## src/soc_cfg_pkg.sv

```systemverilog
`default_nettype none

package soc_cfg_pkg;

   // native bus word
   localparam int DATA_W = 32;

   // byte addressed memory space, 4 KiB
   localparam int SRAM_ADDR_W = 12;

   // the buses carry word addresses
   localparam int WADDR_W = SRAM_ADDR_W - 2;
   localparam int SRAM_WORDS = 1 << WADDR_W;

   localparam int STRB_W = DATA_W / 8;

   // byte lane select inside a word
   localparam int LANE_W = $clog2(STRB_W);

endpackage

`default_nettype wire

```

## src/isa_pkg.sv

```systemverilog
`default_nettype none

package isa_pkg;

   import soc_cfg_pkg::*;

   localparam int NREGS = 16;
   localparam int REG_W = $clog2(NREGS);
   localparam int OPC_W = 4;
   localparam int IMM_W = 16;

   // instruction field positions
   localparam int OP_LSB = 28;
   localparam int RD_LSB = 24;  // rs2 for stores and branches
   localparam int RS1_LSB = 20;
   localparam int RS2_LSB = 16;

   typedef enum logic [OPC_W-1:0] {
      OP_ADD  = 4'd0,
      OP_SUB  = 4'd1,
      OP_AND  = 4'd2,
      OP_OR   = 4'd3,
      OP_XOR  = 4'd4,
      OP_ADDI = 4'd5,
      OP_LW   = 4'd6,
      OP_SW   = 4'd7,
      OP_SB   = 4'd8,
      OP_BEQ  = 4'd9,
      OP_BNE  = 4'd10,
      OP_HALT = 4'd11
   } opcode_e;

   typedef struct packed {
      opcode_e           op;
      logic [REG_W-1:0]  rd;
      logic [DATA_W-1:0] rs1_val;
      logic [DATA_W-1:0] rs2_val;
      logic [DATA_W-1:0] imm;  // sign extended
      logic [DATA_W-1:0] pc;  // word address
   } dec_instr_t;

   typedef struct packed {
      logic              we;
      logic [REG_W-1:0]  rd;
      logic [DATA_W-1:0] result;
      logic [DATA_W-1:0] next_pc;
      logic              halt;
   } exe_result_t;

endpackage

`default_nettype wire

```

## src/iob_bus_if.sv

```systemverilog
`timescale 1ns/1ps
`default_nettype none

interface iob_bus_if
   import soc_cfg_pkg::*;
();

   logic               avalid;
   logic [WADDR_W-1:0] addr;  // word address
   logic [DATA_W-1:0]  wdata;
   logic [STRB_W-1:0]  wstrb;  // zero means read
   logic [DATA_W-1:0]  rdata;
   logic               rvalid;
   logic               ready;

   modport manager(
      output avalid, addr, wdata, wstrb,
      input  rdata, rvalid, ready
   );

   modport subordinate(
      input  avalid, addr, wdata, wstrb,
      output rdata, rvalid, ready
   );

endinterface

`default_nettype wire

```

## src/decode_stage.sv

```systemverilog
`timescale 1ns/1ps
`default_nettype none

module decode_stage
   import soc_cfg_pkg::*;
   import isa_pkg::*;
(
   input  logic              clk_i,
   input  logic              rst_n_i,
   input  logic              start_i,
   input  logic              retire_i,
   input  logic [DATA_W-1:0] next_pc_i,
   iob_bus_if.manager        ibus,
   output logic [REG_W-1:0]  rs1_addr_o,
   output logic [REG_W-1:0]  rs2_addr_o,
   input  logic [DATA_W-1:0] rs1_data_i,
   input  logic [DATA_W-1:0] rs2_data_i,
   output logic              dec_valid_o,
   output dec_instr_t        dec_instr_o
);

   logic [DATA_W-1:0] pc_q;
   logic              fetch_q;
   logic [DATA_W-1:0] instr;
   opcode_e           op;
   logic              rs2_in_rd;

   always_ff @(posedge clk_i or negedge rst_n_i) begin
      if (!rst_n_i) begin
         pc_q    <= '0;
         fetch_q <= 1'b0;
      end else begin
         fetch_q <= start_i | retire_i;  // one fetch per start or retire
         if (start_i) begin
            pc_q <= '0;
         end else if (retire_i) begin
            pc_q <= next_pc_i;
         end
      end
   end

   // fetch is a read only
   assign ibus.avalid = fetch_q;
   assign ibus.addr   = pc_q[WADDR_W-1:0];
   assign ibus.wdata  = '0;
   assign ibus.wstrb  = '0;

   assign instr = ibus.rdata;
   assign op    = opcode_e'(instr[OP_LSB +: OPC_W]);

   // stores and branches keep rs2 in the rd field
   assign rs2_in_rd = (op == OP_SW) || (op == OP_SB) || (op == OP_BEQ) || (op == OP_BNE);

   assign rs1_addr_o = instr[RS1_LSB +: REG_W];
   assign rs2_addr_o = rs2_in_rd ? instr[RD_LSB +: REG_W] : instr[RS2_LSB +: REG_W];

   always_comb begin
      dec_instr_o.op      = op;
      dec_instr_o.rd      = instr[RD_LSB +: REG_W];
      dec_instr_o.rs1_val = rs1_data_i;
      dec_instr_o.rs2_val = rs2_data_i;
      dec_instr_o.imm     = {{(DATA_W-IMM_W){instr[IMM_W-1]}}, instr[IMM_W-1:0]};
      dec_instr_o.pc      = pc_q;
   end

   assign dec_valid_o = ibus.rvalid;  // decode is combinational on rdata

endmodule

`default_nettype wire

```

## src/flat_wrapper.sv

```systemverilog
// flat-port wrapper written by rule: the top's interface ports become plain ports
module decode_stage_flat import soc_cfg_pkg::*; import isa_pkg::*;
  (clk_i, rst_n_i, start_i, retire_i, next_pc_i, rs1_addr_o, rs2_addr_o, rs1_data_i, rs2_data_i, dec_valid_o, dec_instr_o, ibus_avalid, ibus_addr, ibus_wdata, ibus_wstrb, ibus_rdata, ibus_rvalid, ibus_ready);
  iob_bus_if ibus_i ();
  input  logic clk_i;
  input  logic rst_n_i;
  input  logic start_i;
  input  logic retire_i;
  input  logic [DATA_W-1:0] next_pc_i;
  output logic [REG_W-1:0] rs1_addr_o;
  output logic [REG_W-1:0] rs2_addr_o;
  input  logic [DATA_W-1:0] rs1_data_i;
  input  logic [DATA_W-1:0] rs2_data_i;
  output logic dec_valid_o;
  output dec_instr_t dec_instr_o;
  output wire logic [$bits(ibus_i.avalid)-1:0] ibus_avalid;
  output wire logic [$bits(ibus_i.addr)-1:0] ibus_addr;
  output wire logic [$bits(ibus_i.wdata)-1:0] ibus_wdata;
  output wire logic [$bits(ibus_i.wstrb)-1:0] ibus_wstrb;
  input wire logic [$bits(ibus_i.rdata)-1:0] ibus_rdata;
  input wire logic [$bits(ibus_i.rvalid)-1:0] ibus_rvalid;
  input wire logic [$bits(ibus_i.ready)-1:0] ibus_ready;
  assign ibus_avalid = ibus_i.avalid;
  assign ibus_addr = ibus_i.addr;
  assign ibus_wdata = ibus_i.wdata;
  assign ibus_wstrb = ibus_i.wstrb;
  assign ibus_i.rdata = ibus_rdata;
  assign ibus_i.rvalid = ibus_rvalid;
  assign ibus_i.ready = ibus_ready;
  decode_stage u_core (.clk_i(clk_i), .rst_n_i(rst_n_i), .start_i(start_i), .retire_i(retire_i), .next_pc_i(next_pc_i), .ibus(ibus_i), .rs1_addr_o(rs1_addr_o), .rs2_addr_o(rs2_addr_o), .rs1_data_i(rs1_data_i), .rs2_data_i(rs2_data_i), .dec_valid_o(dec_valid_o), .dec_instr_o(dec_instr_o));
endmodule
```

## config.mk

```make
export PLATFORM = sky130hd
export DESIGN_NAME = decode_stage_flat
export DESIGN_NICKNAME = d
export VERILOG_FILES = /design/src/soc_cfg_pkg.sv /design/src/isa_pkg.sv /design/src/iob_bus_if.sv /design/src/decode_stage.sv /design/src/flat_wrapper.sv
export SDC_FILE = /design/constraint.sdc
export NUM_CORES = 1
export LEC_CHECK = 0
export BUFFER_PORTS_ARGS = -buffer_cell sky130_fd_sc_hd__buf_2
export CAP_MARGIN = 20
export CORE_AREA = 5 5 122 124
export CTS_BUF_LIST = sky130_fd_sc_hd__clkbuf_8
export DETAILED_ROUTE_END_ITERATION = 10
export DIE_AREA = 0 0 127 129
export GPL_ROUTABILITY_DRIVEN = 1
export PLACE_DENSITY_LB_ADDON = 0.1
export SLEW_MARGIN = 40
export SYNTH_ARGS = -nofsm -noshare
export SYNTH_HDL_FRONTEND = slang
export SYNTH_SLANG_ARGS = --single-unit
```

## constraint.sdc

```tcl
create_clock -name clk_i -period 0.98 [get_ports clk_i]
set_input_delay 0.147 -clock clk_i [delete_from_list [all_inputs] [get_ports clk_i]]
set_output_delay 0.147 -clock clk_i [all_outputs]
set_load 0.05 [all_outputs]
```

==> results.md <==
* Min-delay src: next_pc_i[11]
* Area of the multi-input gates at 930 um^2
* Final hold violations at 0
* First-pass GRT wire length at 9.89 mm
* Antenna cells at 0
* # fillers at 1,502
* Flops & latches, synth at 33
* Wirelength, routed at 6.72 mm
* Synthesis Warnings at 0
* Final period utilization at 1.21
* Initial Util at 0.195
* Syn Inst Count at 288
* Non-filler cells, final at 467
* Vias in the first global route at 1,792
* GRT met1 Usage at 0.0823
* Cts bufs inserted at 5
* Largest net degree at the start of global routing at 34
* # setup viols final at 46
* Initial antenna violation count at 0
* Final instance area at 3180 um^2
* Met3 global-route usage at 0.0457
* DIE AREA at 16,400 um^2
* Synthesized area at 2670 um^2
* Clock tree buffer depth at 2
* Minimum clock period at 1.18 ns
* Grt ovf at 0
* Worst Setup Start Kind: input pin
* Share of layout cells above drive strength 1 at 0.554
* CP arrival at 1.04 ns
* RSZ-0062 raised after global routing: true
* Cells after DPL at 455
* Die X at 127 um
* WL/cell at 14.4 um
* Peak fanout along the critical path at 5
* Io pins at 326
* Setup ws final at -0.203 ns
* Clock-pin slew on the worst setup and hold paths at 0.08 ns
* Fin nets at 420
* CTS root buf: clkbuf_8
* Final core utilization at 0.232
* Routed via count at 1,703
* Commonest non-fill, non-tap cell in the layout: buf_6
* GP Congestion at 0.664
* Hold Path Depth at 3
* Worst clock skew at 0 ns
* # rows at 43
* Syn Area/Cell at 9.27 um^2
* Max H-tree Level at 2
* Crit Path Class: input pin to output port
* Area growth from synthesis to layout at 19.0%
* M2 GR Usage at 0.125
* FF-to-FF End: u_core.pc_q[7]
* DRT iter0 DRCs at 9
* Cells on worst reg2reg path at 2
* Register area at 838 um^2
* Floorplan core area at 13,700 um^2
* Endpoint, Worst Hold: u_core.pc_q[11]
* Worst slack, placed at -0.399 ns
* Synth cell types at 18
* Clock latency on the worst-skew pair at 0.30 ns
* Placed Area at 2540 um^2
* DP HPWL at 4.95 mm
* Power density cells at 1380 nW/um^2
* CTS tree: built
* Total leakage power at 1.58 nW
* Drt first pass iters at 3
* DRC at 0
* Max Slew Vio Count at 0
* Failing checks: setup timing
* Status: finished, violations left
* Reg-to-reg startpoint: u_core.pc_q[7]
* CP Data Required Time at 0.83 ns
* Worst VDD drop at 0.375 mV
* Die height at 129 um
* Fmax at 845 MHz
* Total Routing Usage GR at 0.0782
* Routed Antenna Nets at 0
* Most frequent cells in the layout: buf_6, buf_2, conb_1
* GR peak layer: met2
* Sequential element share of the synthesized area at 0.309
* CTS sink cnt at 33
* PortBufs at 102
* Worst Setup End Kind: output port
* Hold crit path type: input pin to register
* Setup TNS at -2.23 ns
* Routed vias/inst at 3.65
* Max-cap violations at 0
* Reg2reg setup slack at 0.25 ns
[metrics by stage]
stage / power (mW) / hold slack [ns]
floorplan: 3.86 / -0.149
global placement: 2.98 / 0.133
detailed placement: 2.98 / 0.130
CTS: 4.49 / 0.0749
global route: 4.61 / 0.0845
finish: 4.38 / 0.0935
[area by class of cell]
| type | count | share of cell area |
|---|---|---|
| Clock buffer | 6 | 0.0260 |
| Sequential cell | 33 | 0.264 |
| Timing Repair Buffer | 121 | 0.342 |
| Clock inverter | 2 | 0.00433 |
| Tap cell | 180 | 0.0709 |
| Multi-Input combinational cell | 125 | 0.293 |
[cell usage after synthesis (all sizes together)]
master,count,area (um^2)
buf,162,1220
nor2,32,120
dfrtp,33,826
o21ai,4,20.0
nor3,4,20.0
nand2,1,3.75
clkbuf,3,11.3
and2b,1,7.51
and2,1,6.26
nand2b,1,6.26
o22ai,4,25.0
or2,1,6.26
a211o,4,40.0
conb,1,3.75
mux2i,32,320
a221oi,4,35.0
[repair_timing]
action,in CTS,in global routing
hold buffers,1,0
gates cloned,1,0
buffers inserted,2,0
gates resized for setup,129,1
endpoints found under the setup margin,47,47
hold endpoints to repair,33,0
pin swaps,10,2
[kinds of logic (layout without fill, tap and decap cells)]
family	count (synthesis)	count (layout)	synth area share
buffers and inverters	165	129	0.461
and+or+nand+nor	41	41	0.0637
DFF	33	33	0.309
muxes	32	32	0.120
AOI/OAI and AO/OA	16	16	0.0450
other	1	36	0.00140
[per-layer routing]
metal	vias up	wire length, um
li1	744	-
met1	803	2400
met2	129	3180
met3	27	944
met4	0	197
met5	-	0
[how the worst max path moves through the flow]
stage	start	end	slack [ns]	depth (start not counted)
2_1_floorplan	ibus_rdata[30]	rs2_addr_o[0]	-0.21	4
6_report	ibus_rdata[30]	rs2_addr_o[2]	-0.20	5
4_1_cts	ibus_rdata[30]	rs2_addr_o[3]	-0.20	5
3_5_place_dp	ibus_rdata[29]	rs2_addr_o[3]	-0.40	5
3_3_place_gp	ibus_rdata[29]	rs2_addr_o[3]	-0.40	5
5_1_grt	ibus_rdata[30]	rs2_addr_o[3]	-0.24	5
[power breakdown]
group / internal (mW) / total, mW / switching (mW)
combinational: 0.570 / 1.72 / 1.15
clock: 0.571 / 1.15 / 0.583
sequential: 1.44 / 1.51 / 0.0696
[registers in the layout, summed over array words and instances, names as in the netlist]
name / count
u_core.pc_q: 32
u_core.ibus.avalid: 1
[worst max-delay path, cell delays in order]
cell and delay [ns]:
buf_12 0.11, and2b_4 0.32, nor3_4 0.06, a221oi_4 0.21, buf_6 0.20
(Power assumes the default switching activity.)
