<file path="src/soc_cfg_pkg.sv">
`default_nettype none

package soc_cfg_pkg;

   // native bus word
   localparam int DATA_W = 32;

   // byte addressed memory space, 4 KiB
   localparam int SRAM_ADDR_W = 12;

   // the buses carry word addresses
   localparam int WADDR_W = SRAM_ADDR_W - 2;
   localparam int SRAM_WORDS = 1 << WADDR_W;

   localparam int STRB_W = DATA_W / 8;

   // byte lane select inside a word
   localparam int LANE_W = $clog2(STRB_W);

endpackage

`default_nettype wire

</file>
<file path="src/isa_pkg.sv">
`default_nettype none

package isa_pkg;

   import soc_cfg_pkg::*;

   localparam int NREGS = 16;
   localparam int REG_W = $clog2(NREGS);
   localparam int OPC_W = 4;
   localparam int IMM_W = 16;

   // instruction field positions
   localparam int OP_LSB = 28;
   localparam int RD_LSB = 24;  // rs2 for stores and branches
   localparam int RS1_LSB = 20;
   localparam int RS2_LSB = 16;

   typedef enum logic [OPC_W-1:0] {
      OP_ADD  = 4'd0,
      OP_SUB  = 4'd1,
      OP_AND  = 4'd2,
      OP_OR   = 4'd3,
      OP_XOR  = 4'd4,
      OP_ADDI = 4'd5,
      OP_LW   = 4'd6,
      OP_SW   = 4'd7,
      OP_SB   = 4'd8,
      OP_BEQ  = 4'd9,
      OP_BNE  = 4'd10,
      OP_HALT = 4'd11
   } opcode_e;

   typedef struct packed {
      opcode_e           op;
      logic [REG_W-1:0]  rd;
      logic [DATA_W-1:0] rs1_val;
      logic [DATA_W-1:0] rs2_val;
      logic [DATA_W-1:0] imm;  // sign extended
      logic [DATA_W-1:0] pc;  // word address
   } dec_instr_t;

   typedef struct packed {
      logic              we;
      logic [REG_W-1:0]  rd;
      logic [DATA_W-1:0] result;
      logic [DATA_W-1:0] next_pc;
      logic              halt;
   } exe_result_t;

endpackage

`default_nettype wire

</file>
<file path="src/result_stage.sv">
`timescale 1ns/1ps
`default_nettype none

module result_stage
   import soc_cfg_pkg::*;
   import isa_pkg::*;
(
   input  logic              clk_i,
   input  logic              rst_n_i,
   input  logic              start_i,
   input  logic              exe_valid_i,
   input  exe_result_t       exe_result_i,
   input  logic [REG_W-1:0]  rs1_addr_i,
   input  logic [REG_W-1:0]  rs2_addr_i,
   output logic [DATA_W-1:0] rs1_data_o,
   output logic [DATA_W-1:0] rs2_data_o,
   output logic              retire_o,
   output logic [DATA_W-1:0] next_pc_o,
   output logic              halted_o
);

   logic [DATA_W-1:0] rf [NREGS];
   logic              retire_q;
   logic              halted_q;
   logic [DATA_W-1:0] next_pc_q;

   // r0 is never written
   always_ff @(posedge clk_i) begin
      if (exe_valid_i && exe_result_i.we && (exe_result_i.rd != '0)) begin
         rf[exe_result_i.rd] <= exe_result_i.result;
      end
      if (exe_valid_i) begin
         next_pc_q <= exe_result_i.next_pc;
      end
   end

   assign rs1_data_o = (rs1_addr_i == '0) ? '0 : rf[rs1_addr_i];
   assign rs2_data_o = (rs2_addr_i == '0) ? '0 : rf[rs2_addr_i];

   always_ff @(posedge clk_i or negedge rst_n_i) begin
      if (!rst_n_i) begin
         retire_q <= 1'b0;
         halted_q <= 1'b0;
      end else begin
         retire_q <= exe_valid_i & ~exe_result_i.halt;
         if (start_i) begin
            halted_q <= 1'b0;  // new run
         end else if (exe_valid_i && exe_result_i.halt) begin
            halted_q <= 1'b1;
         end
      end
   end

   assign retire_o  = retire_q;
   assign next_pc_o = next_pc_q;
   assign halted_o  = halted_q;

endmodule

`default_nettype wire

</file>
<file path="config.mk">
export PLATFORM = sky130hd
export DESIGN_NAME = result_stage
export DESIGN_NICKNAME = d
export VERILOG_FILES = /design/src/soc_cfg_pkg.sv /design/src/isa_pkg.sv /design/src/result_stage.sv
export SDC_FILE = /design/constraint.sdc
export NUM_CORES = 1
export LEC_CHECK = 0
export BUFFER_PORTS_ARGS = -buffer_cell sky130_fd_sc_hd__buf_4
export CAP_MARGIN = 20
export CORE_ASPECT_RATIO = 2
export CORE_MARGIN = 5
export CORE_UTILIZATION = 25
export DETAILED_ROUTE_END_ITERATION = 12
export MAX_ROUTING_LAYER = met4
export PLACE_DENSITY = 0.48
export SLEW_MARGIN = 15
export SYNTH_ARGS = -nofsm -noshare
export SYNTH_HDL_FRONTEND = slang
export SYNTH_SLANG_ARGS = --single-unit
</file>
<file path="constraint.sdc">
create_clock -name clk_i -period 5 [get_ports clk_i]
set_clock_uncertainty 0.1 [all_clocks]
set_input_delay 1.5 -clock clk_i [delete_from_list [all_inputs] [get_ports clk_i]]
set_output_delay 1.5 -clock clk_i [all_outputs]
set_load 0.02 [all_outputs]
</file>
==> reports/qor.txt, run 1 <==
IO Count -> 180
Post-Syn Nets -> 1,205
H-Tree Depth -> 2
Antenna Nets Post-Route -> 0
CTS tree -> built
Sink Count -> 515
CTS Buf Count -> 53
Critical path origin -> rs2_addr_i[0]
largest net degree at the start of global routing -> 38
most frequent cells in the layout -> edfxtp_1 (513), buf_4 (241), mux4_2 (207)
clk buf depth -> 3
die height -> 440.3 µm
minimum clock period -> 4969 ps
drt wl/cell -> 26.01 µm
max_cap viols -> 0
Post-Synth XOR/XNOR Area -> 0%
multiplexer share of the synthesized area -> 25.86%
synth top area cells -> edfxtp_1 (67%), mux4_2 (20%), mux2_2 (3.8%)
Reg-to-Reg End -> halted_o$_DFFE_PN0P_
core region area -> 92,320 µm²
Switching Share -> 23.12%
post-route setup TNS -> 0 ps
fin util -> 30.68%
number of flops mapped to enable cells by yosys -> 513
vias in the first global route -> 13,691
YS warnings -> 0
RSZ-0062 raised after global routing -> false
global route total overflow -> 0
worst min-delay path class -> flop to flop
layout cells sized above 1 -> 46.24%
Tcrit/Tclk final -> 99.39%
CTS root buffer -> clkbuf_16
sequential power share -> 49.9%
Clock power frac -> 39.7%
Critical Path RT -> 3400 ps
Worst-Margin Slew -> 825.7 ps
final instance area -> 28,320 µm²
Crit Path Max Fanout -> 15
routed wire length -> 67,610 µm
Worst R2R Path Depth -> 2
post-cts resize count -> 0
Setup crit end kind -> output pin
syn avg cell area -> 20.61 µm²
Final #Nets -> 1,439
global-route wire length before repair -> 97,220 µm
Post-Syn Instances -> 1,123
first drt pass iteration count -> 7
post-synth top area share -> 66.57%
WP data arrival -> 3370 ps
Pint -> 7475 µW
reg2reg start -> halted_o$_DFFE_PN0P_
combinational power share -> 10.4%
simple-gate share of the synthesized area -> 0.8381%
die area -> 99,110 µm²
max_slew headroom -> 44.95%
# DRC -> 0
Compound-Gate Fraction of Synth Area -> 4.558%
main combinational cell family by area after synthesis -> multiplexers
sw power -> 2248 µW
cell row count -> 158
crit path launch type -> input port
worst hold stages -> 2
Seq/Total Area, Yosys -> 66.79%
final hold vios -> 0
PD cells -> 343.3 nW/µm²
Mapped Area -> 23,140 µm²
Synth cell types -> 37
Synth Flop Type -> edfxtp_1
Detail Placement HPWL -> 40,700 µm
Setup Fix Bufs, Post-CTS -> 0
Initial Util -> 25.06%
worst setup path category -> input port to output pin
result of the run -> completed
Final Wtd Congestion -> 0.7334
Fmax -> 201.2 MHz
Slew Limit Fails -> 0
Post-Synth Adder-Cell Area -> 0%
Synth area leader -> edfxtp_1
Vias/cell -> 4.922
width of the die -> 225.1 µm
FF+latch count, synth -> 515
IO Port Bufs -> 179
Clock Latency Late Sink -> 600 ps
VDD IR max -> 0.2922 mV
Synth async-reset ratio -> 0.3883%
All-Layer GR Usage -> 13.79%
Hold Buf Count CTS -> 0
Setup crit end -> rs2_data_o[28]
Iteration-0 DRC Markers -> 880
Final Setup Violations -> 0
Area Overhead vs Synth -> 22.39%
most common cell after layout, fill and taps aside -> edfxtp_1
initial antenna violation count -> 4
Clock transition at path regs -> 60 ps
placed cell area -> 26,670 µm²
Leakage Power -> 0.009188 µW
R2R Setup Slk -> 4240 ps
total number of vias -> 12,792
## synthesized netlist by cell type (4+ instances only)
cell type,count
mux4_2,207
o22ai_1,9
nand2b_1,4
a22o_1,22
nand2_1,6
o21ai_1,21
buf_6,8
a21oi_1,32
o21ai_0,12
mux2_2,79
a221oi_1,9
edfxtp_1,513
mux2i_1,41
a221o_1,30
nor2_1,12
clkbuf_1,42
buf_1,7
buf_2,31
a211oi_1,9
## state kept, by name, indices dropped and copies added, names as in the netlist
signal	flops
halted_o	1
rf	481
next_pc_o	32
retire_o	1
## worst max-delay path, cell delays in order
cell and delay [ps]:
clkbuf_8 240, buf_12 200, nor2b_4 210, buf_12 190
a221oi_1 100, a211oi_1 630, buf_4 260
## per-stage QoR
step                instances  hold WS [ps]  worst slack [ps]  total power (µW)
floorplan                1123         493.9             401.0              5488
global placement         2502         383.0             49.74              5968
detailed placement       2502         409.7             116.1              5971
CTS                      2595         425.0             111.7              9859
global route             2599         459.9             4.901             10090
finish                   2599         417.4             30.69              9723
## how the worst min path moves through the flow
stage	from	endpoint	slack [ps]
after CTS	halted_o$_DFFE_PN0P_	halted_o$_DFFE_PN0P_	420
final	halted_o$_DFFE_PN0P_	halted_o$_DFFE_PN0P_	420
after global placement	halted_o$_DFFE_PN0P_	halted_o$_DFFE_PN0P_	380
after global routing	halted_o$_DFFE_PN0P_	halted_o$_DFFE_PN0P_	460
after floorplan	halted_o$_DFFE_PN0P_	halted_o$_DFFE_PN0P_	490
after detailed placement	halted_o$_DFFE_PN0P_	halted_o$_DFFE_PN0P_	410
## per-layer routing
metal	vias to the layer above	global-route usage [%]	wire length (µm)
met1	6865	19.39	30750
li1	5373	-	-
met3	67	2.952	4545
met5	-	-	0
met4	0	2.540	1021
met2	487	21.01	31290
## power by group through the flow
stage | clock [µW] | combinational [µW] | sequential [µW]
global placement | 0 | 1030 | 4940
finish | 3860 | 1020 | 4850
CTS | 3980 | 1030 | 4850
detailed placement | 0 | 1030 | 4940
floorplan | 0 | 524 | 4960
global route | 4150 | 1080 | 4850
## area by class of cell
cell class	instances	area, µm²
clock inverters	30	276.5
fillers	8945	64000
inverters	3	11.26
flip-flops and latches	515	15450
multi-input cells	516	7382
diodes	4	10.01
clock buffers	63	1364
well taps	1200	1501
repair buffers	268	2320
## kinds of logic (layout without fill, tap and decap cells)
kind of cell	after synthesis	in the layout
flip-flops	515	515
multiplexers	329	329
AO/OA/AOI/OAI	148	148
buffers and inverters	92	364
AND/OR/NAND/NOR	38	38
other	1	5
Note: power is estimated with default switching activity, not from simulation.
==> run 2, diff against run 1 <==
--- a/config.mk
+++ b/config.mk
@@ -12,7 +12,7 @@
 export CORE_UTILIZATION = 25
 export DETAILED_ROUTE_END_ITERATION = 12
 export MAX_ROUTING_LAYER = met4
-export PLACE_DENSITY = 0.48
+export PLACE_DENSITY = 0.52
 export SLEW_MARGIN = 15
 export SYNTH_ARGS = -nofsm -noshare
 export SYNTH_HDL_FRONTEND = slang
==> run 2 against run 1 <==
Die area did not move. Non-clock buffer count decreased by 5. Hold slack gained 10 ps. First-iteration DRC count grew 36%. Routed wire length shrank 1.3%. Total power up 0.82%. Count of clock-buffer cells in the layout is 1 higher. Register-to-register slack barely moved. Via count increased by 0.64%.
==> reports/qor.txt, run 2 (synthesis results as in run 1) <==
result of the run -> completed
Clock transition at path regs -> 60 ps
sequential power share -> 49.5%
Clock power frac -> 40.1%
Worst R2R Path Depth -> 2
register area -> 15,450 µm²
clk buf depth -> 3
post-cts resize count -> 0
crit path launch type -> input port
slowest cell on the critical path -> mux4_2
Reg-to-Reg End -> halted_o$_DFFE_PN0P_
combinational power share -> 10.4%
Leakage Power -> 0.009229 µW
most frequent cells in the layout -> edfxtp_1 (513), buf_4 (226), mux4_2 (207)
total chip power -> 9803 µW
final hold vios -> 0
core region area -> 92,320 µm²
Tcrit/Tclk final -> 96.94%
sw power -> 2261 µW
Antenna Nets Post-Route -> 0
Detail Placement HPWL -> 39,080 µm
# DRC -> 0
vias in the first global route -> 13,744
CTS root buffer -> clkbuf_16
CTS Buf Count -> 52
fillcell total -> 8,899
Final Setup Violations -> 0
post-route setup TNS -> 0 ps
Area Overhead vs Synth -> 23.05%
Hold Buf Count CTS -> 0
Multi-input gate area -> 7387 µm²
Reg with most FFs -> rf
initial antenna violation count -> 3
Iteration-0 DRC Markers -> 1,201
total number of vias -> 12,874
drt wl/cell -> 25.73 µm
hold wc startpoint -> halted_o$_DFFE_PN0P_
global-route wire length before repair -> 96,130 µm
Setup crit end kind -> output pin
global route total overflow -> 0
Final Wtd Congestion -> 0.7502
PD cells -> 344.3 nW/µm²
number of flip-flops in the largest register -> 481
CTS tree -> built
Worst-Margin Slew -> 802.1 ps
Slew Limit Fails -> 0
RSZ-0062 raised after global routing -> false
crit-path max cell delay -> 480 ps
Setup Fix Bufs, Post-CTS -> 0
worst setup path category -> input port to output pin
first drt pass iteration count -> 5
minimum clock period -> 4847 ps
worst hold path endpoint -> halted_o$_DFFE_PN0P_
Fmax -> 206.3 MHz
Buf+Inv Stages, Crit Path -> 3
Sink Count -> 515
Critical Path RT -> 3400 ps
WP data arrival -> 3250 ps
Pint -> 7542 µW
largest net degree at the start of global routing -> 41
layout cells sized above 1 -> 46.37%
Crit Path Max Fanout -> 22
VDD IR max -> 0.3016 mV
width of the die -> 225.1 µm
worst hold stages -> 2
CP Cell Sequence -> buf_8, buf_12, mux2_2, a22o_1, mux4_2, buf_4
routed wire length -> 66,760 µm
die height -> 440.3 µm
R2R Setup Slk -> 4230 ps
IO Count -> 180
All-Layer GR Usage -> 13.61%
worst min-delay path class -> flop to flop
H-Tree Depth -> 2
most common cell after layout, fill and taps aside -> edfxtp_1
reg2reg start -> halted_o$_DFFE_PN0P_
Initial Util -> 25.06%
Vias/cell -> 4.961
die area -> 99,110 µm²
IO Port Bufs -> 179
Final #Nets -> 1,433
cell row count -> 158
family with the most delay on the worst path -> multiplexers
Switching Share -> 23.06%
Clock Latency Late Sink -> 600 ps
max_cap viols -> 0
max_slew headroom -> 46.53%
-- run 2: cell types whose count changed in the layout (fill, tap and decap cells not counted), moves of 2 or more --
cell	previous run	this run
clkinv_2	8	11
buf_12	23	33
inv_6	2	0
clkinv_1	13	9
buf_4	241	226
-- run 2: worst max path at each step --
stage                                 to     startpoint  slack (ps)  cells past startpoint
after floorplan           rs2_data_o[10]  rs2_addr_i[0]         400                      5
after global placement     rs2_data_o[2]  rs2_addr_i[0]          90                      7
after detailed placement  rs2_data_o[26]  rs2_addr_i[0]          80                      5
after CTS                 rs2_data_o[26]  rs2_addr_i[0]          80                      5
after global routing       rs2_data_o[6]  rs2_addr_i[0]          40                      7
final                     rs2_data_o[26]  rs2_addr_i[0]         150                      6
-- run 2: tightest hold or removal path: stages, from the launching register on --
cell and delay [ps]:
dfrtp_1 360, a21oi_1 50, nor2_1 80
-- run 2: stage by stage --
stage / instances / setup WS [ps] / cell area [µm²] / hold WS [ps] / util [%]
2_1_floorplan: 1123 / 401.0 / 23160 / 493.9 / -
3_3_place_gp: 2497 / 93.18 / 26760 / 385.1 / 28.98
3_5_place_dp: 2497 / 77.49 / 26760 / 409.8 / 28.98
4_1_cts: 2591 / 78.10 / 28460 / 426.0 / 30.82
5_1_grt: 2594 / 40.04 / 28470 / 492.8 / 30.84
6_report: 2595 / 152.9 / 28470 / 427.5 / 30.84
-- run 2: layout make-up --
type / instances / area share, %
diodes: 4 / 0.03516
multi-input cells: 516 / 25.94
repair buffers: 263 / 8.459
well taps: 1200 / 5.273
clock buffers: 64 / 4.803
inverters: 3 / 0.03955
clock inverters: 30 / 1.165
flip-flops and latches: 515 / 54.28
-- run 2: per-layer routing --
layer / wire, µm / GRT usage (%)
met4: 946 / 2.442
met1: 29480 / 19.19
met2: 30690 / 20.30
met5: 0 / -
met3: 5632 / 3.485
-- run 2: power by group through the flow --
| stage | combinational (µW) | sequential [µW] | clock [µW] |
|---|---|---|---|
| finish | 1020 | 4850 | 3930 |
| global route | 1090 | 4850 | 4220 |
| CTS | 1030 | 4850 | 4030 |
| detailed placement | 1030 | 4940 | 0 |
| global placement | 1030 | 4940 | 0 |
| floorplan | 524 | 4960 | 0 |
==> run 3, diff against run 2 <==
--- a/config.mk
+++ b/config.mk
@@ -13,7 +13,8 @@
 export DETAILED_ROUTE_END_ITERATION = 12
 export MAX_ROUTING_LAYER = met4
 export PLACE_DENSITY = 0.52
-export SLEW_MARGIN = 15
+export RECOVER_POWER = 25
+export SLEW_MARGIN = 20
 export SYNTH_ARGS = -nofsm -noshare
 export SYNTH_HDL_FRONTEND = slang
 export SYNTH_SLANG_ARGS = --single-unit
==> run 3 against run 2 <==
Sequential cell count unchanged. Critical path depth stayed put. Highest routed layer unchanged. Core utilization down 0.089 points.
==> reports/qor.txt, run 3 (synthesis results as in run 1) <==
result of the run -> completed
# DRC -> 0
Worst R2R Path Depth -> 2
Hold Buf Count CTS -> 0
GRT met1 Usage -> 19.19%
Critical path origin -> rs2_addr_i[0]
IO Count -> 180
Iteration-0 DRC Markers -> 1,148
max_cap viols -> 0
worst hold path endpoint -> halted_o$_DFFE_PN0P_
layout cells sized above 1 -> 44.79%
Reg with most FFs -> rf
Final Wtd Congestion -> 0.7502
width of the die -> 225.1 µm
pre-CTS setup slack -> 77.49 ps
routed wire length -> 66,900 µm
core region area -> 92,320 µm²
Final #Nets -> 1,433
Clock Latency Late Sink -> 600 ps
die height -> 440.3 µm
global-route wire length before repair -> 96,130 µm
worst setup path category -> input port to output pin
final hold vios -> 0
Clock transition at path regs -> 60 ps
most common cell after layout, fill and taps aside -> edfxtp_1
reg2reg start -> halted_o$_DFFE_PN0P_
drt wl/cell -> 25.78 µm
CTS Buf Count -> 52
post-route setup TNS -> 0 ps
Leakage Power -> 0.009143 µW
gr busiest metal -> met2
met3 Use GR -> 3.485%
die area -> 99,110 µm²
cell row count -> 158
R2R Setup Slk -> 4230 ps
Detail Placement HPWL -> 39,080 µm
Slew Limit Fails -> 0
Setup Fix Bufs, Post-CTS -> 0
Tcrit/Tclk final -> 97.00%
global route total overflow -> 0
WP data arrival -> 3250 ps
most frequent cells in the layout -> edfxtp_1 (513), mux4_2 (207), buf_4 (173)
clk buf depth -> 3
Worst-Margin Slew -> 806.0 ps
Final Setup Violations -> 0
number of flip-flops in the largest register -> 481
fillcell total -> 8,911
crit path launch type -> input port
Antenna Nets Post-Route -> 0
worst setup margin -> 150.2 ps
largest net degree at the start of global routing -> 41
Sink Count -> 515
H-Tree Depth -> 2
routing usage on met2 -> 20.30%
total number of vias -> 12,875
VDD IR max -> 0.3001 mV
IO Port Bufs -> 179
Setup crit end kind -> output pin
RSZ-0062 raised after global routing -> false
Fmax -> 206.2 MHz
CTS root buffer -> clkbuf_16
Vias/cell -> 4.961
Multi-input gate area -> 7387 µm²
worst min-delay path class -> flop to flop
worst hold stages -> 2
CTS tree -> built
Reg-to-Reg End -> halted_o$_DFFE_PN0P_
Area Overhead vs Synth -> 22.69%
Initial Util -> 25.06%
PD cells -> 344.9 nW/µm²
All-Layer GR Usage -> 13.61%
initial antenna violation count -> 4
hold wc startpoint -> halted_o$_DFFE_PN0P_
max_slew headroom -> 46.27%
minimum clock period -> 4850 ps
vias in the first global route -> 13,744
Critical Path RT -> 3400 ps
first drt pass iteration count -> 5
register area -> 15,450 µm²
Crit Path Max Fanout -> 22
-- run 3: worst max path at each step --
stage | depth (start not counted) | slack [ps] | endpoint
2_1_floorplan | 5 | 400 | rs2_data_o[10]
3_3_place_gp | 7 | 90 | rs2_data_o[2]
3_5_place_dp | 5 | 80 | rs2_data_o[26]
4_1_cts | 5 | 80 | rs2_data_o[26]
5_1_grt | 7 | 40 | rs2_data_o[6]
6_report | 6 | 150 | rs2_data_o[26]
-- run 3: per-layer routing --
metal  up-vias  part of all wire, %
met1      6894                   44
met4         0                  1.4
li1       5368                    -
met3        70                  8.5
met5         -                    0
met2       543                   46
-- run 3: metrics by stage --
step                std cells  util [%]  hold slack (ps)  power (µW)  instance area, µm²
detailed placement       2497     28.98            409.8        5972               26760
floorplan                1123         -            493.9        5488               23160
global placement         2497     28.98            385.1        5969               26760
global route             2595     30.75            492.8       10150               28390
CTS                      2591     30.82            426.0        9917               28460
finish                   2595     30.75            427.4        9792               28390
-- run 3: repair_timing --
item,4_1_cts,5_1_grt
gates resized for setup,0,2
endpoints found under the hold margin,0,0
endpoints found under the setup margin,0,2
-- run 3: cell type report --
cell class	count	area share (%)
flip-flops and latches	515	54.44
clock inverters	30	1.168
multi-input cells	516	26.02
well taps	1200	5.289
inverters	3	0.03967
diodes	4	0.03526
repair buffers	263	8.193
clock buffers	64	4.817
-- run 3: worst max-delay path, cell delays in order --
cell	delay, ps
buf_8	250
buf_12	270
mux2_2	360
a22o_1	190
mux4_2	480
buf_4	180
-- run 3: power by group --
group	switching (µW)	total (µW)	internal, µW
registers	25.8	4850	4820
clock network	1670	3930	2260
logic	558	1010	455
