## config.mk

```make
export PLATFORM = sky130hd
export DESIGN_NAME = execute_stage_flat
export DESIGN_NICKNAME = d
export VERILOG_FILES = /design/src/soc_cfg_pkg.sv /design/src/isa_pkg.sv /design/src/iob_bus_if.sv /design/src/execute_stage.sv /design/src/flat_wrapper.sv
export SDC_FILE = /design/constraint.sdc
export NUM_CORES = 1
export LEC_CHECK = 0
export BUFFER_PORTS_ARGS = -buffer_cell sky130_fd_sc_hd__buf_2
export CORE_UTILIZATION = 51
export CTS_CLUSTER_SIZE = 24
export DETAILED_ROUTE_END_ITERATION = 10
export PLACE_DENSITY = 0.8
export RECOVER_POWER = 50
export SETUP_SLACK_MARGIN = 0.15
export SLEW_MARGIN = 0
export SYNTH_ARGS = -nofsm -noshare
export SYNTH_HDL_FRONTEND = slang
export SYNTH_SLANG_ARGS = --single-unit
```

## constraint.sdc

```tcl
create_clock -name clk_i -period 2.55 [get_ports clk_i]
set_input_delay 0.51 -clock clk_i [delete_from_list [all_inputs] [get_ports clk_i]]
set_output_delay 0.51 -clock clk_i [all_outputs]
set_load 0.02 [all_outputs]
```

## src/soc_cfg_pkg.sv

```systemverilog
`default_nettype none

package soc_cfg_pkg;

   // native bus word
   localparam int DATA_W = 32;

   // byte addressed memory space, 4 KiB
   localparam int SRAM_ADDR_W = 12;

   // the buses carry word addresses
   localparam int WADDR_W = SRAM_ADDR_W - 2;
   localparam int SRAM_WORDS = 1 << WADDR_W;

   localparam int STRB_W = DATA_W / 8;

   // byte lane select inside a word
   localparam int LANE_W = $clog2(STRB_W);

endpackage

`default_nettype wire

```

## src/isa_pkg.sv

```systemverilog
`default_nettype none

package isa_pkg;

   import soc_cfg_pkg::*;

   localparam int NREGS = 16;
   localparam int REG_W = $clog2(NREGS);
   localparam int OPC_W = 4;
   localparam int IMM_W = 16;

   // instruction field positions
   localparam int OP_LSB = 28;
   localparam int RD_LSB = 24;  // rs2 for stores and branches
   localparam int RS1_LSB = 20;
   localparam int RS2_LSB = 16;

   typedef enum logic [OPC_W-1:0] {
      OP_ADD  = 4'd0,
      OP_SUB  = 4'd1,
      OP_AND  = 4'd2,
      OP_OR   = 4'd3,
      OP_XOR  = 4'd4,
      OP_ADDI = 4'd5,
      OP_LW   = 4'd6,
      OP_SW   = 4'd7,
      OP_SB   = 4'd8,
      OP_BEQ  = 4'd9,
      OP_BNE  = 4'd10,
      OP_HALT = 4'd11
   } opcode_e;

   typedef struct packed {
      opcode_e           op;
      logic [REG_W-1:0]  rd;
      logic [DATA_W-1:0] rs1_val;
      logic [DATA_W-1:0] rs2_val;
      logic [DATA_W-1:0] imm;  // sign extended
      logic [DATA_W-1:0] pc;  // word address
   } dec_instr_t;

   typedef struct packed {
      logic              we;
      logic [REG_W-1:0]  rd;
      logic [DATA_W-1:0] result;
      logic [DATA_W-1:0] next_pc;
      logic              halt;
   } exe_result_t;

endpackage

`default_nettype wire

```

## src/iob_bus_if.sv

```systemverilog
`timescale 1ns/1ps
`default_nettype none

interface iob_bus_if
   import soc_cfg_pkg::*;
();

   logic               avalid;
   logic [WADDR_W-1:0] addr;  // word address
   logic [DATA_W-1:0]  wdata;
   logic [STRB_W-1:0]  wstrb;  // zero means read
   logic [DATA_W-1:0]  rdata;
   logic               rvalid;
   logic               ready;

   modport manager(
      output avalid, addr, wdata, wstrb,
      input  rdata, rvalid, ready
   );

   modport subordinate(
      input  avalid, addr, wdata, wstrb,
      output rdata, rvalid, ready
   );

endinterface

`default_nettype wire

```

## src/execute_stage.sv

```systemverilog
`timescale 1ns/1ps
`default_nettype none

module execute_stage
   import soc_cfg_pkg::*;
   import isa_pkg::*;
(
   input  logic       clk_i,
   input  logic       rst_n_i,
   input  logic       dec_valid_i,
   input  dec_instr_t dec_instr_i,
   iob_bus_if.manager dbus,
   output logic        exe_valid_o,
   output exe_result_t exe_result_o
);

   exe_result_t       res_d;
   exe_result_t       res_q;
   logic              exe_valid_q;
   logic              ld_wait_q;  // LW issued, waiting for rvalid
   logic [DATA_W-1:0] ea;  // rs1 plus immediate
   logic [LANE_W-1:0] lane;
   logic              is_lw;
   logic              is_mem;
   logic              taken;

   assign ea     = dec_instr_i.rs1_val + dec_instr_i.imm;
   assign lane   = ea[LANE_W-1:0];
   assign is_lw  = (dec_instr_i.op == OP_LW);
   assign is_mem = is_lw || (dec_instr_i.op == OP_SW) || (dec_instr_i.op == OP_SB);
   assign taken  = (dec_instr_i.op == OP_BEQ) ?
                   (dec_instr_i.rs1_val == dec_instr_i.rs2_val) :
                   (dec_instr_i.rs1_val != dec_instr_i.rs2_val);

   // data access goes out in the decode cycle
   assign dbus.avalid = dec_valid_i & is_mem;
   assign dbus.addr   = (dec_instr_i.op == OP_SB) ? ea[WADDR_W+LANE_W-1:LANE_W] :
                                                    ea[WADDR_W-1:0];
   assign dbus.wdata  = (dec_instr_i.op == OP_SB) ?
                        DATA_W'(dec_instr_i.rs2_val[7:0]) << {lane, 3'b000} :
                        dec_instr_i.rs2_val;
   assign dbus.wstrb  = (dec_instr_i.op == OP_SW) ? {STRB_W{1'b1}} :
                        (dec_instr_i.op == OP_SB) ? STRB_W'(1) << lane : '0;

   always_comb begin
      res_d         = '0;
      res_d.rd      = dec_instr_i.rd;
      res_d.next_pc = dec_instr_i.pc + 1;
      case (dec_instr_i.op)
         OP_ADD:  res_d.result = dec_instr_i.rs1_val + dec_instr_i.rs2_val;
         OP_SUB:  res_d.result = dec_instr_i.rs1_val - dec_instr_i.rs2_val;
         OP_AND:  res_d.result = dec_instr_i.rs1_val & dec_instr_i.rs2_val;
         OP_OR:   res_d.result = dec_instr_i.rs1_val | dec_instr_i.rs2_val;
         OP_XOR:  res_d.result = dec_instr_i.rs1_val ^ dec_instr_i.rs2_val;
         OP_ADDI: res_d.result = ea;
         OP_SW, OP_SB, OP_LW: ;  // LW data arrives later
         OP_BEQ, OP_BNE: if (taken) res_d.next_pc = dec_instr_i.pc + dec_instr_i.imm;
         default: res_d.halt = 1'b1;  // HALT and unknown codes stop
      endcase
      res_d.we = !res_d.halt && !rs2_field_op(dec_instr_i.op);
   end

   function automatic logic rs2_field_op(opcode_e op);
      return (op == OP_SW) || (op == OP_SB) || (op == OP_BEQ) || (op == OP_BNE);
   endfunction

   always_ff @(posedge clk_i or negedge rst_n_i) begin
      if (!rst_n_i) begin
         exe_valid_q <= 1'b0;
         ld_wait_q   <= 1'b0;
      end else begin
         exe_valid_q <= (dec_valid_i & ~is_lw) | (ld_wait_q & dbus.rvalid);
         if (dec_valid_i && is_lw) begin
            ld_wait_q <= 1'b1;
         end else if (dbus.rvalid) begin
            ld_wait_q <= 1'b0;
         end
      end
   end

   always_ff @(posedge clk_i) begin
      if (dec_valid_i) begin
         res_q <= res_d;
      end else if (ld_wait_q && dbus.rvalid) begin
         res_q.result <= dbus.rdata;
      end
   end

   assign exe_valid_o  = exe_valid_q;
   assign exe_result_o = res_q;

endmodule

`default_nettype wire

```

## src/flat_wrapper.sv

```systemverilog
// flat-port wrapper written by rule: the top's interface ports become plain ports
module execute_stage_flat import soc_cfg_pkg::*; import isa_pkg::*;
  (clk_i, rst_n_i, dec_valid_i, dec_instr_i, exe_valid_o, exe_result_o, dbus_avalid, dbus_addr, dbus_wdata, dbus_wstrb, dbus_rdata, dbus_rvalid, dbus_ready);
  iob_bus_if dbus_i ();
  input  logic clk_i;
  input  logic rst_n_i;
  input  logic dec_valid_i;
  input  dec_instr_t dec_instr_i;
  output logic exe_valid_o;
  output exe_result_t exe_result_o;
  output wire logic [$bits(dbus_i.avalid)-1:0] dbus_avalid;
  output wire logic [$bits(dbus_i.addr)-1:0] dbus_addr;
  output wire logic [$bits(dbus_i.wdata)-1:0] dbus_wdata;
  output wire logic [$bits(dbus_i.wstrb)-1:0] dbus_wstrb;
  input wire logic [$bits(dbus_i.rdata)-1:0] dbus_rdata;
  input wire logic [$bits(dbus_i.rvalid)-1:0] dbus_rvalid;
  input wire logic [$bits(dbus_i.ready)-1:0] dbus_ready;
  assign dbus_avalid = dbus_i.avalid;
  assign dbus_addr = dbus_i.addr;
  assign dbus_wdata = dbus_i.wdata;
  assign dbus_wstrb = dbus_i.wstrb;
  assign dbus_i.rdata = dbus_rdata;
  assign dbus_i.rvalid = dbus_rvalid;
  assign dbus_i.ready = dbus_ready;
  execute_stage u_core (.clk_i(clk_i), .rst_n_i(rst_n_i), .dec_valid_i(dec_valid_i), .dec_instr_i(dec_instr_i), .dbus(dbus_i), .exe_valid_o(exe_valid_o), .exe_result_o(exe_result_o));
endmodule
```

==> qor.txt, run 1 <==
Instance area at placement = 18200 um^2
Pin count of the biggest net entering global routing = 42
Flops & latches, synth = 72
Mapped Cells = 1628
Async set-reset flop share out of synthesis = 2.78%
Clk Tree Root Cell = clkbuf_16
Mux contribution to synthesized area = 0.412%
Rows = 56
Tot GR Track Use = 74.0%
Vert. Die Dim = 156 um
Largest family of logic cells by synthesized area = compound AO/OA/AOI/OAI gates
Post-synthesis xor/xnor area fraction = 6.78%
Most frequent cell after synthesis = nand2_1
First-pass GRT wire length = 134000 um
H-tree depth = 3
# IOs = 291
Post-synthesis cell type count = 84
Failing step = 5_1_grt
Synth Area in Adders = 18.7%
Longest Clk Path Bufs = 2
Number of global-route vias before repair = 21619
Post-synth EDFFs = 70
Post-synthesis simple-gate area fraction = 19.7%
Mapped cell area = 12100 um^2
Compound-cell area share of the yosys netlist = 30.6%
Initial core utilization = 51.9%
GP Congestion = 1.04
Outcome = aborted with a tool error
Synth top area share = 18.0%
Synth area leaders = ha_1, edfxtp_1, a21oi_1
Cell taking the most area after synthesis = ha_1
CTS Sinks = 72
Post-DP HPWL = 45800 um
Ys Warns = 0
Port Buf Inserts = 289
Seq/Total Area, Yosys = 17.7%
Die Wd = 156 um
First Err = [ERROR GRT-0116] Global routing finished with congestion. Check the congestion regions in the DRC Viewer.
Gr ovfl total = 15
Post-synth top flop = edfxtp_1
Syn_nets = 1980
Commonest cells in the netlist = nand2_1, ha_1, nor2_1
CTS buffer count = 9
Syn_area_per_cell = 7.46 um^2
per-layer routing:
| metal | global-route usage (%) | overflow |
|---|---|---|
| met5 | 16.6 | 0 |
| met3 | 53.1 | 0 |
| met1 | 74.0 | 0 |
| met2 | 93.5 | 9 |
| met4 | 79.4 | 6 |
metrics by stage:
step	std cells	hold slack, ps	worst slack (ps)	utilization [%]
detailed placement	2650	298	-1170	77.7
CTS	2735	317	-505	90.7
global placement	2650	294	-1060	77.7
floorplan	1628	214	-676	-
what timing repair did:
action	in CTS
hold buffers	1
hold endpoints to repair	2
resized for setup	472
buffers inserted	63
setup endpoints to repair	106
pin swaps	182
gates cloned	6
cell families after synthesis:
group                    Yosys count
XOR/XNOR                          94
adder cells (fa/ha/maj)          179
multiplexers                       5
AND/OR/NAND/NOR                  525
buffers and inverters            194
AO/OA/AOI/OAI                    559
flip-flops                        72
==> run 2, diff against run 1 <==
CORE_UTILIZATION = 40   (was 51)
CTS_CLUSTER_SIZE = default   (was 24)
PLACE_DENSITY = default   (was 0.8)
PLACE_DENSITY_LB_ADDON = 0.15   (was default)
SETUP_SLACK_MARGIN = default   (was 0.15)
clock period = 3.3 ns   (was 2.55 ns; I/O delays follow)
==> run 2 against run 1 <==
Compared with the run above:
- the flow now finishes, with violations (setup timing)
- synthesized cell count is the same
- area after synthesis is the same
==> qor.txt, run 2 <==
H-tree depth = 3
Worst Hold Slack = 52.1 ps
CTS Sinks = 72
Clk Tree Root Cell = clkbuf_16
Seq/Total Area, Yosys = 17.7%
DR top layer = met5
Longest Clk Path Bufs = 2
Max reg flops = 70
Async set-reset flop share out of synthesis = 2.78%
Fmax = 285 MHz
# Max-Cap Violations = 0
Drt wl/cell = 20.9 um
Core box area = 29800 um^2
Fin area = 18000 um^2
Vert. Die Dim = 176 um
Gr ovfl total = 0
R2R depth = 3
Count of final hold-check violations = 0
Fin nets = 2578
RSZ-0062 raised after global routing = yes
Flops & latches, synth = 72
Startpoint types = primary input
Iteration-0 DRC Markers = 1009
CTS buffer count = 9
Pin count of the biggest net entering global routing = 39
PwrDens = 292 nW/um^2
Tot GR Track Use = 34.3%
Post-Route M1 WL = 23500 um
Period utilization = 106%
Die ar. = 31100 um^2
Outcome = finished, violations left
Most frequent cells in the layout = buf_4, buf_2, nand2_1, ha_1, nor2_1
Fillers = 2823
Synth area leaders = ha_1, edfxtp_1, a21oi_1
Slew headroom = 21.6%
Mapped cell area = 12100 um^2
Synthesis-to-layout area growth = 48.0%
CTS tree = done
Worst slew pin tran = 1180 ps
Setup violators final = 7
Final Worst Setup Slack = -206 ps
Initial antenna violation count = 3
Commonest cells in the netlist = nand2_1, ha_1, nor2_1
Commonest non-fill, non-tap cell in the layout = buf_4
Dpl cells = 2582
Post-synth top flop = edfxtp_1
Number of routed nets with antenna violations = 0
Mapped Cells = 1628
Hold_buf cts = 0
Share of layout cells above drive strength 1 = 34.8%
Die Wd = 176 um
GP Congestion = 0.943
Skew final = 7.40 ps
Met2 routed wirelength = 25100 um
Ys Warns = 0
CP Class = in2out
# IOs = 291
Synth top area share = 18.0%
Worst path required time = 2640 ps
Met3 Wirelength = 2950 um
DR vias/cell = 5.65
Crit. End Element = output pin
Syn_nets = 1980
Final min period = 3510 ps
Post-Route WL = 54800 um
Port Buf Inserts = 289
Leakage = 8.30 nW
Syn_area_per_cell = 7.46 um^2
Cell taking the most area after synthesis = ha_1
1st-pass router iterations = 7
Worst skew pair latency = 360 ps
Initial core utilization = 40.8%
Clock slew at reported path FFs = 80 ps
Via count = 14811
DP Worst Slack = -517 ps
Post-synth EDFFs = 70
Util after Layout = 60.3%
Layout Cells excl Fill = 2622
Rows = 63
Worst VDD drop = 0.237 mV
CP max FO = 2
Crit path DAT = 2850 ps
First-pass GRT wire length = 80300 um
Remaining routing DRC violations = 0
Failing checks = setup timing
Slew Viols, Final = 0
Post-DP HPWL = 43500 um
Post-synthesis cell type count = 84
Most frequent cell after synthesis = nand2_1
Instance area at placement = 16600 um^2
Number of global-route vias before repair = 14168
Worst Hold Class = in2async
==> run 2: cell counts after synthesis <==
Identical to the previous run, type by type.
==> run 2: path summary, 6_finish.rpt <==
kind                             startpoint                       to  slack, ps
max                         dec_instr_i[96]             dbus_addr[8]       -210
min                                 rst_n_i       u_core.exe_valid_o         50
max reg2reg                u_core.ld_wait_q  u_core.exe_result_o[49]       1510
min reg2reg                u_core.ld_wait_q       u_core.exe_valid_o        500
max in group asynchronous           rst_n_i         u_core.ld_wait_q       3120
min in group clk_i         dec_instr_i[129]  u_core.exe_result_o[66]        470
==> run 2: power by group <==
| group | switching, W | internal, W | total, W |
|---|---|---|---|
| registers | 0.0000213 | 0.00110 | 0.00112 |
| clock network | 0.000513 | 0.000588 | 0.00110 |
| logic | 0.00170 | 0.00133 | 0.00303 |
==> run 2: critical path, cell delays in order <==
cell and delay, ps:
buf_8 100, buf_6 110, ha_4 150, fa_2 360
a211oi_2 230, o21ai_2 110, o31ai_4 250, buf_4 150
o21a_1 170, xnor2_2 150, nor2_1 80, a21oi_2 160
buf_4 170
==> run 2: final cells by class <==
cell class / instances / area [um^2] / area share, %
Multi-Input combinational cell: 1362 / 10200 / 56.9
Timing Repair Buffer: 672 / 4390 / 24.4
Sequential cell: 72 / 2150 / 12.0
Tap cell: 390 / 488 / 2.71
Inverter: 109 / 412 / 2.29
Clock buffer: 9 / 225 / 1.25
Clock inverter: 6 / 70.1 / 0.390
Antenna cell: 2 / 5.00 / 0.0278
==> run 2: per-layer routing <==
| layer | GRT usage [%] | vias to the layer above |
|---|---|---|
| li1 | - | 7130 |
| met5 | 0 | - |
| met2 | 56.3 | 578 |
| met3 | 4.18 | 139 |
| met1 | 43.0 | 6962 |
| met4 | 19.8 | 2 |
==> run 2: cell families (layout without fill, tap and decap cells) <==
group                    count (synthesis)  after routing  share of synthesized area (%)
XOR/XNOR                                94             94                           6.78
adder cells (fa/ha/maj)                179            179                           18.7
buffers and inverters                  194            796                           6.11
flip-flops                              72             72                           17.7
multiplexers                             5              5                          0.412
AND/OR/NAND/NOR                        525            525                           19.7
other                                    0              2                              0
AO/OA/AOI/OAI                          559            559                           30.6
==> run 2: repair_timing <==
action | 4_1_cts | 5_1_grt
pin swaps | 30 | 79
resized for setup | 45 | 152
endpoints found under the setup margin | 16 | 33
buffers inserted | 10 | 14
==> run 2: metrics by stage <==
step                      setup TNS (ps)  power [W]
after floorplan                     -106    0.00259
after global placement            -14040    0.00385
after detailed placement          -16480    0.00386
after CTS                           -524    0.00503
after global routing               -1490    0.00551
final                               -512    0.00525
No activity file was read; power rests on OpenSTA's default activity.
==> run 3, diff against run 2 <==
CELL_PAD_IN_SITES_DETAIL_PLACEMENT = 1   (was default)
CELL_PAD_IN_SITES_GLOBAL_PLACEMENT = 2   (was default)
CORE_UTILIZATION = 31   (was 40)
==> run 3 against run 2 <==
Compared with the run above:
- the flow still finishes with violations (setup timing)
- register-to-register slack improved by 90 ps
- cell area increased by 2.2%
- largest power group unchanged
- via count increased by 2.3%
- count of clock-buffer cells in the layout unchanged
- first-iteration DRC count decreased by 21%
- combinational power increased by 5%
==> qor.txt, run 3 (same netlist as run 2, synthesis figures left out) <==
Buf/Inv on CP = 5
Clock slew at reported path FFs = 70 ps
Worst VDD drop = 0.291 mV
Pin count of the biggest net entering global routing = 41
Remaining routing DRC violations = 0
Longest Clk Path Bufs = 2
Share of layout cells above drive strength 1 = 36.1%
Final min period = 3460 ps
Max reg flops = 70
Crit-path cells = buf_2 -> buf_4 -> ha_1 -> buf_4 -> o211ai_1 -> o21ai_2 -> o31ai_2 -> buf_4 -> o21a_1 -> xnor2_2 -> nor2_1 -> a21oi_2 -> buf_6
Slew Viols, Final = 0
# Max-Cap Violations = 0
PnR Total Power = 0.00538 W
Layout Cells excl Fill = 2799
H-tree depth = 3
Leakage = 8.58 nW
DP Worst Slack = -791 ps
Vert. Die Dim = 200 um
Initial antenna violation count = 2
Port Buf Inserts = 289
Slew headroom = 25.5%
CTS tree = done
Tot GR Track Use = 31.8%
Number of routed nets with antenna violations = 0
Iteration-0 DRC Markers = 796
Delay-heaviest family, CP = compound AO/OA/AOI/OAI gates
Rows = 72
CP Class = in2out
Via count = 15147
Post-DP HPWL = 52900 um
PwrDens = 293 nW/um^2
Register Area = 2150 um^2
Dpl cells = 2760
CP most frequent cell = buf_4
Fin nets = 2627
Die ar. = 40000 um^2
Util after Layout = 47.5%
First-pass GRT wire length = 93500 um
Reg2reg setup slack = 1600 ps
Worst path required time = 2640 ps
Fillers = 4896
Crit. End Element = output pin
Core box area = 38600 um^2
Startpoint types = primary input
Clk Tree Root Cell = clkbuf_16
Multi-input combinational cell area = 10200 um^2
Commonest non-fill, non-tap cell in the layout = buf_4
Outcome = finished, violations left
Failing checks = setup timing
Worst path max stage delay = 300 ps
Number of global-route vias before repair = 15632
CP max-delay cell = ha_1
Worst slew pin tran = 1120 ps
Initial core utilization = 31.4%
Crit path DAT = 2800 ps
Fmax = 289 MHz
Most frequent cells in the layout = buf_4, buf_2, nand2_1, ha_1, nor2_1
1st-pass router iterations = 5
Period utilization = 105%
Count of final hold-check violations = 0
CTS buffer count = 9
Die Wd = 200 um
Drt wl/cell = 23.1 um
Worst skew pair latency = 410 ps
# IOs = 291
Gr ovfl total = 0
DR vias/cell = 5.41
Setup violators final = 6
GP Congestion = 0.982
Skew final = 14.4 ps
CTS Sinks = 72
CP max FO = 4
Synthesis-to-layout area growth = 51.3%
Worst Hold Class = in2reg
Final Worst Setup Slack = -163 ps
RSZ-0062 raised after global routing = yes
Post-Route WL = 64600 um
run 3: final cells by class:
type	count	share of cell area, %
Inverter	109	2.23
Timing Repair Buffer	721	25.7
Tap cell	518	3.53
Sequential cell	72	11.7
Antenna cell	1	0.0136
Clock inverter	7	0.300
Multi-Input combinational cell	1362	55.3
Clock buffer	9	1.23
run 3: path summary, 6_finish.rpt:
| path | from | cells past startpoint | end |
|---|---|---|---|
| setup / recovery | dec_instr_i[99] | 13 | dbus_addr[8] |
| hold reg to reg | u_core.ld_wait_q | 2 | u_core.exe_valid_o |
| min in group asynchronous | rst_n_i | 2 | u_core.exe_valid_o |
| hold / removal | dec_instr_i[131] | 1 | u_core.exe_result_o[68] |
| max in group asynchronous | rst_n_i | 2 | u_core.ld_wait_q |
| setup reg to reg | u_core.ld_wait_q | 3 | u_core.exe_result_o[53] |
run 3: metrics by stage:
step	area [um^2]	setup TNS (ps)	hold WS, ps
6_report	18400	-304	431
5_1_grt	18400	-1580	418
4_1_cts	17800	-370	412
3_5_place_dp	17100	-17920	451
3_3_place_gp	17100	-14910	449
2_1_floorplan	12200	-106	364
run 3: per-layer routing:
| metal | up-vias | wire [um] | global-route usage, % |
|---|---|---|---|
| met5 | - | 0 | 0 |
| met4 | 0 | 3420 | 16.9 |
| met3 | 119 | 2700 | 4.70 |
| met2 | 430 | 30500 | 53.8 |
| met1 | 7374 | 28000 | 38.9 |
| li1 | 7224 | - | - |
run 3: power breakdown:
part / total (W) / internal, W / leakage (nW) / switching (W)
clock: 0.00108 / 0.000517 / 0.132 / 0.000559
combinational: 0.00319 / 0.00138 / 7.72 / 0.00181
sequential: 0.00112 / 0.00110 / 0.724 / 0.0000210
run 3: repair_timing:
item,in CTS,in global routing
endpoints found under the hold margin,1,0
hold buffers,1,0
setup endpoints to repair,24,39
pin swaps,20,73
setup buffers,8,16
gates cloned,0,0
gates resized for setup,63,109
run 3: worst register-to-register path, delay by kind of cell (launching register included):
family                 cells  cell delay, ps
AND/OR/NAND/NOR            2             620
flip-flops                 1             350
buffers and inverters      1             390
